**config.mk**
```make
export PLATFORM = sky130hd
export DESIGN_NAME = rv_core
export DESIGN_NICKNAME = d
export VERILOG_FILES = /design/src/common/rv_pkg.sv /design/src/decode/main_decoder.sv /design/src/decode/alu_decoder.sv /design/src/decode/imm_gen.sv /design/src/alu.sv /design/src/reg_file.sv /design/src/pc_unit.sv /design/src/rv_core.sv
export SDC_FILE = /design/constraint.sdc
export NUM_CORES = 2
export LEC_CHECK = 0
export BUFFER_PORTS_ARGS = -buffer_cell sky130_fd_sc_hd__buf_2
export CORE_UTILIZATION = 60
export DETAILED_ROUTE_END_ITERATION = 8
export GPL_TIMING_DRIVEN = 0
export HOLD_SLACK_MARGIN = 0.03
export PLACE_DENSITY_LB_ADDON = 0.05
export SLEW_MARGIN = 15
export SYNTH_ARGS = -nofsm -noshare
export SYNTH_HDL_FRONTEND = slang
export SYNTH_SLANG_ARGS = --single-unit
export TNS_END_PERCENT = 10
```
**constraint.sdc**
```tcl
create_clock -name clk -period 16.5 [get_ports clk]
set_input_delay 2.475 -clock clk [delete_from_list [all_inputs] [get_ports clk]]
set_output_delay 2.475 -clock clk [all_outputs]
set_load 0.02 [all_outputs]
```
**src/common/rv_pkg.sv**
```systemverilog
package rv_pkg;

    localparam int unsigned xlen = 32;

    typedef logic [xlen-1:0] word_t;
    typedef logic [4:0]      reg_addr_t;

    // Major opcodes, instr[6:0]
    typedef enum logic [6:0] {
        op_load   = 7'b0000011,
        op_store  = 7'b0100011,
        op_branch = 7'b1100011,
        op_imm    = 7'b0010011,
        op_reg    = 7'b0110011,
        op_lui    = 7'b0110111,
        op_auipc  = 7'b0010111
    } opcode_e;

    typedef enum logic [3:0] {
        alu_add,
        alu_sub,
        alu_and,
        alu_or,
        alu_xor,
        alu_sll,
        alu_srl,
        alu_sra,
        alu_slt,
        alu_sltu
    } alu_op_e;

    // Instruction class seen by the ALU decoder
    typedef enum logic [1:0] {
        cls_add    = 2'd0,  // Address and upper-immediate math
        cls_branch = 2'd1,
        cls_imm    = 2'd2,
        cls_reg    = 2'd3
    } alu_class_e;

    typedef enum logic [1:0] {
        opa_rs1  = 2'd0,
        opa_pc   = 2'd1,
        opa_zero = 2'd2
    } opa_sel_e;

    typedef struct packed {
        logic       reg_write;
        logic       mem_read;
        logic       mem_write;
        logic       mem_to_reg;
        logic       alu_src_imm;  // Second operand from immediate
        logic       branch;
        opa_sel_e   opa_sel;
        alu_class_e alu_class;
    } ctrl_t;

    // Data bus request, word accesses only
    typedef struct packed {
        logic  we;
        logic  re;
        word_t addr;
        word_t wdata;
    } dmem_req_t;

    // Programs report their result here
    localparam word_t status_addr = 32'h0000_03FC;

endpackage

```
**src/decode/main_decoder.sv**
```systemverilog
module main_decoder (
    input  rv_pkg::opcode_e opcode,
    output rv_pkg::ctrl_t   ctrl
);

    always_comb
    begin
        ctrl = '0;  // Unknown opcodes act as no-ops
        case (opcode)
            rv_pkg::op_load:
            begin
                ctrl.reg_write   = 1'b1;
                ctrl.mem_read    = 1'b1;
                ctrl.mem_to_reg  = 1'b1;
                ctrl.alu_src_imm = 1'b1;
                ctrl.opa_sel     = rv_pkg::opa_rs1;
                ctrl.alu_class   = rv_pkg::cls_add;
            end
            rv_pkg::op_store:
            begin
                ctrl.mem_write   = 1'b1;
                ctrl.alu_src_imm = 1'b1;
                ctrl.opa_sel     = rv_pkg::opa_rs1;
                ctrl.alu_class   = rv_pkg::cls_add;
            end
            rv_pkg::op_branch:
            begin
                ctrl.branch      = 1'b1;
                ctrl.opa_sel     = rv_pkg::opa_rs1;
                ctrl.alu_class   = rv_pkg::cls_branch;  // Compare rs1 with rs2
            end
            rv_pkg::op_imm:
            begin
                ctrl.reg_write   = 1'b1;
                ctrl.alu_src_imm = 1'b1;
                ctrl.opa_sel     = rv_pkg::opa_rs1;
                ctrl.alu_class   = rv_pkg::cls_imm;
            end
            rv_pkg::op_reg:
            begin
                ctrl.reg_write   = 1'b1;
                ctrl.opa_sel     = rv_pkg::opa_rs1;
                ctrl.alu_class   = rv_pkg::cls_reg;
            end
            rv_pkg::op_lui:
            begin
                ctrl.reg_write   = 1'b1;
                ctrl.alu_src_imm = 1'b1;
                ctrl.opa_sel     = rv_pkg::opa_zero;  // 0 + U immediate
                ctrl.alu_class   = rv_pkg::cls_add;
            end
            rv_pkg::op_auipc:
            begin
                ctrl.reg_write   = 1'b1;
                ctrl.alu_src_imm = 1'b1;
                ctrl.opa_sel     = rv_pkg::opa_pc;
                ctrl.alu_class   = rv_pkg::cls_add;
            end
            default:
            begin
                ctrl = '0;
            end
        endcase
    end

endmodule

```
**src/decode/alu_decoder.sv**
```systemverilog
module alu_decoder (
    input  rv_pkg::alu_class_e alu_class,
    input  logic [2:0]         funct3,
    input  logic               funct7_b5,
    output rv_pkg::alu_op_e    alu_op
);

    logic use_sub;

    // Only R-type reads bit 30 for add versus sub
    assign use_sub = (alu_class == rv_pkg::cls_reg) && funct7_b5;

    always_comb
    begin
        alu_op = rv_pkg::alu_add;
        case (alu_class)
            rv_pkg::cls_branch:
            begin
                case (funct3[2:1])
                    2'b10:   alu_op = rv_pkg::alu_slt;   // blt, bge
                    2'b11:   alu_op = rv_pkg::alu_sltu;  // bltu, bgeu
                    default: alu_op = rv_pkg::alu_sub;   // beq, bne
                endcase
            end
            rv_pkg::cls_imm, rv_pkg::cls_reg:
            begin
                case (funct3)
                    3'b000:  alu_op = use_sub ? rv_pkg::alu_sub : rv_pkg::alu_add;
                    3'b001:  alu_op = rv_pkg::alu_sll;
                    3'b010:  alu_op = rv_pkg::alu_slt;
                    3'b011:  alu_op = rv_pkg::alu_sltu;
                    3'b100:  alu_op = rv_pkg::alu_xor;
                    3'b101:  alu_op = funct7_b5 ? rv_pkg::alu_sra : rv_pkg::alu_srl;
                    3'b110:  alu_op = rv_pkg::alu_or;
                    default: alu_op = rv_pkg::alu_and;
                endcase
            end
            default: alu_op = rv_pkg::alu_add;  // Addresses, lui, auipc
        endcase
    end

endmodule

```
**src/decode/imm_gen.sv**
```systemverilog
module imm_gen (
    input  rv_pkg::word_t instr,
    output rv_pkg::word_t imm
);

    rv_pkg::opcode_e opcode;

    assign opcode = rv_pkg::opcode_e'(instr[6:0]);

    always_comb
    begin
        case (opcode)
            rv_pkg::op_load, rv_pkg::op_imm:
            begin
                imm = {{20{instr[31]}}, instr[31:20]};
            end
            rv_pkg::op_store:
            begin
                imm = {{20{instr[31]}}, instr[31:25], instr[11:7]};
            end
            rv_pkg::op_branch:
            begin
                // Offset in halfwords, bit 0 always clear
                imm = {{19{instr[31]}}, instr[31], instr[7], instr[30:25],
                       instr[11:8], 1'b0};
            end
            rv_pkg::op_lui, rv_pkg::op_auipc:
            begin
                imm = {instr[31:12], 12'b0};
            end
            default: imm = '0;
        endcase
    end

endmodule

```
**src/alu.sv**
```systemverilog
module alu (
    input  rv_pkg::word_t   a,
    input  rv_pkg::word_t   b,
    input  rv_pkg::alu_op_e op,
    output rv_pkg::word_t   result,
    output logic            zero
);

    logic [4:0] shamt;
    logic       lt_signed;
    logic       lt_unsigned;

    assign shamt       = b[4:0];
    assign lt_signed   = $signed(a) < $signed(b);
    assign lt_unsigned = a < b;

    always_comb
    begin
        case (op)
            rv_pkg::alu_add:  result = a + b;
            rv_pkg::alu_sub:  result = a - b;
            rv_pkg::alu_and:  result = a & b;
            rv_pkg::alu_or:   result = a | b;
            rv_pkg::alu_xor:  result = a ^ b;
            rv_pkg::alu_sll:  result = a << shamt;
            rv_pkg::alu_srl:  result = a >> shamt;
            rv_pkg::alu_sra:  result = $unsigned($signed(a) >>> shamt);  // Sign fill
            rv_pkg::alu_slt:
            begin
                result = {{(rv_pkg::xlen - 1){1'b0}}, lt_signed};
            end
            rv_pkg::alu_sltu:
            begin
                result = {{(rv_pkg::xlen - 1){1'b0}}, lt_unsigned};
            end
            default:          result = '0;
        endcase
    end

    // Used by beq and bne after a subtract
    assign zero = (result == '0);

endmodule

```
**src/reg_file.sv**
```systemverilog
module reg_file (
    input  logic              clk,
    input  logic              arst_n,
    input  rv_pkg::reg_addr_t rs1,
    input  rv_pkg::reg_addr_t rs2,
    input  rv_pkg::reg_addr_t rd,
    input  logic              we,
    input  rv_pkg::word_t     wdata,
    output rv_pkg::word_t     rdata1,
    output rv_pkg::word_t     rdata2
);

    // x0 has no storage
    rv_pkg::word_t regs [1:31];

    always_ff @(posedge clk or negedge arst_n)
    begin
        if (!arst_n)
        begin
            for (int i = 1; i < 32; i++)
                regs[i] <= '0;
        end
        else if (we && rd != '0)
        begin
            regs[rd] <= wdata;
        end
    end

    // Asynchronous reads, x0 reads as zero
    assign rdata1 = (rs1 == '0) ? '0 : regs[rs1];
    assign rdata2 = (rs2 == '0) ? '0 : regs[rs2];

endmodule

```
**src/pc_unit.sv**
```systemverilog
module pc_unit #(
    parameter rv_pkg::word_t reset_pc = '0
) (
    input  logic          clk,
    input  logic          arst_n,
    input  logic          branch,
    input  logic [2:0]    funct3,
    input  rv_pkg::word_t imm,
    input  logic          alu_zero,
    input  logic          alu_lsb,
    output rv_pkg::word_t pc
);

    rv_pkg::word_t pc_plus4;
    rv_pkg::word_t pc_target;
    logic          cond;
    logic          taken;

    assign pc_plus4  = pc + rv_pkg::word_t'(4);
    assign pc_target = pc + imm;

    // Branch condition from funct3
    always_comb
    begin
        case (funct3)
            3'b000:         cond = alu_zero;   // beq
            3'b001:         cond = !alu_zero;  // bne
            3'b100, 3'b110: cond = alu_lsb;    // blt, bltu
            3'b101, 3'b111: cond = !alu_lsb;   // bge, bgeu
            default:        cond = 1'b0;
        endcase
    end

    assign taken = branch && cond;

    always_ff @(posedge clk or negedge arst_n)
    begin
        if (!arst_n)
            pc <= reset_pc;
        else
            pc <= taken ? pc_target : pc_plus4;
    end

endmodule

```
**src/rv_core.sv**
```systemverilog
module rv_core #(
    parameter rv_pkg::word_t reset_pc = '0
) (
    input  logic              clk,
    input  logic              arst_n,
    input  rv_pkg::word_t     instr,
    input  rv_pkg::word_t     dmem_rdata,
    output rv_pkg::word_t     pc,
    output rv_pkg::dmem_req_t dmem_req
);

    rv_pkg::ctrl_t     ctrl;
    rv_pkg::alu_op_e   alu_op;
    rv_pkg::word_t     imm;
    rv_pkg::word_t     rs1_data;
    rv_pkg::word_t     rs2_data;
    rv_pkg::word_t     opa;
    rv_pkg::word_t     opb;
    rv_pkg::word_t     alu_result;
    rv_pkg::word_t     wb_data;
    logic              alu_zero;
    rv_pkg::reg_addr_t rs1;
    rv_pkg::reg_addr_t rs2;
    rv_pkg::reg_addr_t rd;

    assign rs1 = instr[19:15];
    assign rs2 = instr[24:20];
    assign rd  = instr[11:7];

    pc_unit #(
        .reset_pc (reset_pc)
    ) i_pc_unit (
        .clk      (clk),
        .arst_n   (arst_n),
        .branch   (ctrl.branch),
        .funct3   (instr[14:12]),
        .imm      (imm),
        .alu_zero (alu_zero),
        .alu_lsb  (alu_result[0]),  // Compare bit of slt/sltu
        .pc       (pc)
    );

    main_decoder i_main_decoder (
        .opcode (rv_pkg::opcode_e'(instr[6:0])),
        .ctrl   (ctrl)
    );

    alu_decoder i_alu_decoder (
        .alu_class (ctrl.alu_class),
        .funct3    (instr[14:12]),
        .funct7_b5 (instr[30]),
        .alu_op    (alu_op)
    );

    imm_gen i_imm_gen (
        .instr (instr),
        .imm   (imm)
    );

    reg_file i_reg_file (
        .clk    (clk),
        .arst_n (arst_n),
        .rs1    (rs1),
        .rs2    (rs2),
        .rd     (rd),
        .we     (ctrl.reg_write),
        .wdata  (wb_data),
        .rdata1 (rs1_data),
        .rdata2 (rs2_data)
    );

    // First operand: rs1, pc for auipc, zero for lui
    always_comb
    begin
        case (ctrl.opa_sel)
            rv_pkg::opa_pc:   opa = pc;
            rv_pkg::opa_zero: opa = '0;
            default:          opa = rs1_data;
        endcase
    end

    assign opb = ctrl.alu_src_imm ? imm : rs2_data;

    alu i_alu (
        .a      (opa),
        .b      (opb),
        .op     (alu_op),
        .result (alu_result),
        .zero   (alu_zero)
    );

    assign wb_data = ctrl.mem_to_reg ? dmem_rdata : alu_result;

    // No strobes reach memory while in reset
    always_comb
    begin
        dmem_req.we    = ctrl.mem_write && arst_n;
        dmem_req.re    = ctrl.mem_read && arst_n;
        dmem_req.addr  = alu_result;
        dmem_req.wdata = rs2_data;
    end

endmodule

```
==> results of run 1 <==
## stage by stage
stage / hold WS [ns] / cells / setup slack (ns) / utilization (%) / TNS (ns)
after floorplan: 0.460 / 6745 / 4.84 / - / 0
after global placement: 0.473 / 8301 / -8.91 / 62.9 / -8864.09
after detailed placement: 0.484 / 8331 / 0.673 / 63.6 / 0
after CTS: 0.497 / 8512 / 1.00 / 66.8 / 0
## cell families after synthesis
family / count (synthesis) / share of synthesized area (%)
buffers and inverters: 748 / 4.94
XOR/XNOR: 60 / 0.809
AO/OA/AOI/OAI: 2086 / 19.2
flip-flops: 1024 / 39.5
multiplexers: 750 / 20.3
adder cells (fa/ha/maj): 136 / 2.66
AND/OR/NAND/NOR: 1941 / 12.7
## routing by layer
metal	GRT usage [%]	GRT overflow
met1	69.7	0
met2	89.4	0
met3	54.2	0
met4	68.6	3
met5	23.9	0
==> run summary, run 1 <==
Status: aborted with a tool error
Failing step: global routing (5_1_grt)
Tool Error: [ERROR GRT-0116] Global routing finished with congestion. Check the congestion regions in the DRC Viewer.
Mapped cell area: 64900 um^2
Syn Area/Cell: 9.63 um^2
Synth area leader: dfrtp_1
Core Rows: 120
Die H: 331 um
Sequential fraction of the synthesis area: 39.5%
CTS resizes: 0
Starting density of the core: 60.6%
Hpwl dp: 273000 um
Gr ovfl total: 3
Synth area leaders: dfrtp_1 (39%), mux4_2 (15%), o21ai_0 (9.3%), nand2_1 (7.3%), mux2i_1 (4.0%)
#FFs+latches synth: 1024
EDFF count, synth: 0
Top_reg_cell synth: dfrtp_1
Gpl congestion: 1.22
Total GRT Usage: 70.5%
Commonest cells post-synth: nand2_1 (1264), o21ai_0 (1201), dfrtp_1 (1024)
Root buffer cell: clkbuf_16
Die span in x: 331 um
H-tree depth: 3
Syn nets: 6947
Synth Instances: 6745
Synth cell types: 105
Ys Warns: 0
Global-route wire length before repair: 531000 um
Largest net degree at the start of global routing: 152
Clock Path Buffers: 3
Yosys top cell area share: 39.5%
Placement Cell Area: 68200 um^2
Total clock buffers created by CTS: 99
IO buf count: 153
Vias in the first global route: 68357
Clock sinks: 1024
Ys async rst share: 100%
Cell with the most instances after synthesis: nand2_1
Cts hold-fix bufs: 0
Post-CTS setup buffers: 0
# IOs: 164
==> run 2: changes to the inputs <==
- CORE_UTILIZATION: 60 -> 40
- HOLD_SLACK_MARGIN: 0.03 -> not set
- PLACE_DENSITY_LB_ADDON: 0.05 -> 0.15
==> run 2 against run 1 <==
Compared with the run above:
- the run now ends clean
- area after synthesis is the same
- synthesized cell count is the same
==> run summary, run 2 <==
Status: complete, no violations
Syn nets: 6947 (unchanged)
Global-route wire length before repair: 534000 um
Core Area: 161000 um^2
Die span in x: 405 um (+22%)
Final hold violations: 0
Peak VDD IR: 0.000100 V
Final min period: 16.27 ns
Top_reg_cell synth: dfrtp_1
Largest family of logic cells by synthesized area: multiplexers
Biggest regs: i_reg_file.regs (992), i_pc_unit.pc (32)
Storage element area: 25600 um^2
Synth Area in XOR/XNOR: 0.809% (unchanged)
Root buffer cell: clkbuf_16
Slew @ Worst Pin: 1.35 ns
EDFF count, synth: 0 (unchanged)
Worst EP required: 14.03 ns
TritonRoute pass-1 iters: 6
Via/cell ratio: 6.76
Slew headroom: 7.45%
Setup crit end kind: output pin
Synth-to-Final Area Change: 13.1%
CP Launch Type: input pin
Most used cell, CP: buf_6
Total clock buffers created by CTS: 108 (+9.1%)
Routed Wire Length: 400000 um
Synth cell types: 105 (unchanged)
Die H: 405 um (+22%)
Largest reg by FF count: i_reg_file.regs
CP Max Fanout: 10
Core Rows: 147 (+23%)
RSZ-0062 raised after global routing: false
Largest net degree at the start of global routing: 144
Mux contribution to synthesized area: 20.3% (unchanged)
IO buf count: 153 (unchanged)
Worst Skew: 0.0330 ns
Crit path kind: input pin to output pin
Worst Hold Class: flip-flop to flip-flop
Synth Instances: 6745 (unchanged)
Die area: 164000 um^2
Worst R2R Path Depth: 29
Overall power: 7.20 mW
Filler cell count: 15841
CTS tree: built
Residual DRC: 0
Gpl congestion: 1.08 (-11%)
Worst Path Arrival: 13.79 ns
Total of max-cap violations: 0
Synth Area in Compound Gates: 19.2% (unchanged)
Ys async rst share: 100% (unchanged)
Ys Warns: 0 (unchanged)
Synth area leader: dfrtp_1
Area occupied by multi-input gates: 36500 um^2
Synth area leaders: dfrtp_1 (39%), mux4_2 (15%), o21ai_0 (9.3%), nand2_1 (7.3%), mux2i_1 (4.0%)
Total number of vias: 63066
Gr ovfl total: 0
WL/cell: 42.9 um
Syn Area/Cell: 9.63 um^2 (unchanged)
Initial antenna violation count: 30
Commonest cells post-synth: nand2_1 (1264), o21ai_0 (1201), dfrtp_1 (1024)
H-tree depth: 3 (unchanged)
Routed Antenna Nets: 0
Mapped cell area: 64900 um^2 (unchanged)
Simple-Gate Fraction of Synth Area: 12.7% (unchanged)
Most frequent cells in the layout: nand2_1 (1264), o21ai_0 (1190), dfrtp_1 (1024), mux4_2 (446), clkbuf_1 (428)
Hpwl dp: 317000 um (+16%)
Clock Path Buffers: 3 (unchanged)
Total GRT Usage: 48.5%
Hold Crit Depth: 2
# IOs: 164 (unchanged)
F_max: 61.5 MHz
Setup violators final: 0
Fin util: 45.7%
Share of cells above drive strength 1: 16.4%
#FFs+latches synth: 1024 (unchanged)
Cell with the most instances after synthesis: nand2_1
CP max-delay cell: buf_1
Vias in the first global route: 60859
Pins Over Slew Limit: 0
Clk Latency, worst-skew pair: 0.77 ns
Fin nets: 7265
Sequential fraction of the synthesis area: 39.5% (unchanged)
Clk slew on worst S/H paths: 0.06 ns
Pleak: 31.1 nW
Clock sinks: 1024 (unchanged)
Post-Synth Adder-Cell Area: 2.66% (unchanged)
DR iter-0 viols: 9022
Cts hold-fix bufs: 0 (unchanged)
Commonest non-fill, non-tap cell in the layout: nand2_1
Starting density of the core: 40.4% (-20 points)
Fin crit share: 98.6%
Worst path max stage delay: 0.91 ns
Max reg flops: 992
Pwr per Cell Area: 98.0 nW/um^2
Yosys top cell area share: 39.5% (unchanged)
==> run 2: cell counts after synthesis <==
No cell type changed its count.
==> run 2: cell type report <==
type / instances / area share, %
repair buffers: 208 / 2.24
multi-input cells: 4973 / 49.6
plain buffers: 612 / 3.78
flip-flops and latches: 1024 / 34.9
clock inverters: 50 / 0.806
well taps: 2160 / 3.68
diodes: 13 / 0.0443
inverters: 136 / 0.695
clock buffers: 151 / 4.24
==> run 2: power breakdown <==
group          internal [mW]  switching, mW  leakage (nW)
Combinational          0.485           1.30          15.2
Sequential              2.63          0.152          14.1
Clock                   1.48           1.15          1.83
Total                   4.60           2.60          31.1
==> run 2: worst paths after layout <==
kind / startpoint / to / slack (ns)
min reg2reg: i_reg_file.regs[614] / i_reg_file.regs[614] / 0.50
max reg2reg: i_reg_file.regs[515] / i_pc_unit.pc[10] / 4.02
min in group asynchronous: arst_n / i_pc_unit.pc[26] / 1.53
max: instr[21] / dmem_req[32] / 0.23
min: i_reg_file.regs[614] / i_reg_file.regs[614] / 0.50
max in group asynchronous: arst_n / i_reg_file.regs[649] / 12.22
==> run 2: cell families (layout without fill, tap and decap cells) <==
| kind of cell | after synthesis | count (layout) |
|---|---|---|
| compound gates | 2086 | 2086 |
| simple gates | 1941 | 1941 |
| mux | 750 | 750 |
| other cells | 0 | 13 |
| buf+inv | 748 | 1157 |
| flops | 1024 | 1024 |
| fa+ha+maj | 136 | 136 |
| xor+xnor | 60 | 60 |
==> run 2: repair_timing <==
action | 4_1_cts | 5_1_grt
setup endpoints to repair | 2 | 3
pin swaps | 0 | 0
gates cloned | 0 | 0
resized for setup | 1 | 8
buffers inserted | 0 | 0
==> run 2: worst max-delay path, delay by kind of cell <==
kind / cells / cell delay (ns)
fa+ha+maj: 1 / 0.45
mux: 2 / 1.09
buf+inv: 11 / 4.15
simple gates: 7 / 1.29
compound gates: 9 / 4.23
==> run 2: metrics by stage <==
step                setup slack, ns  hold WS [ns]  setup TNS [ns]  instances  instance area, um^2
CTS                           0.132         0.500               0       9312                73400
floorplan                      4.84         0.460               0       6745                64900
global route                  0.102         0.519               0       9315                73400
finish                        0.233         0.500               0       9327                73500
global placement             -10.39         0.473               -       9058                68400
detailed placement           -0.235         0.486          -0.284       9111                69600
==> run 2: routing by layer <==
layer  global-route usage, %  wire length (um)
met5                  0.0595                84
met1                    55.0            138000
met2                    72.1            172000
met3                    14.9             42700
met4                    47.1             47100
No activity file was read; power rests on OpenSTA's default activity.
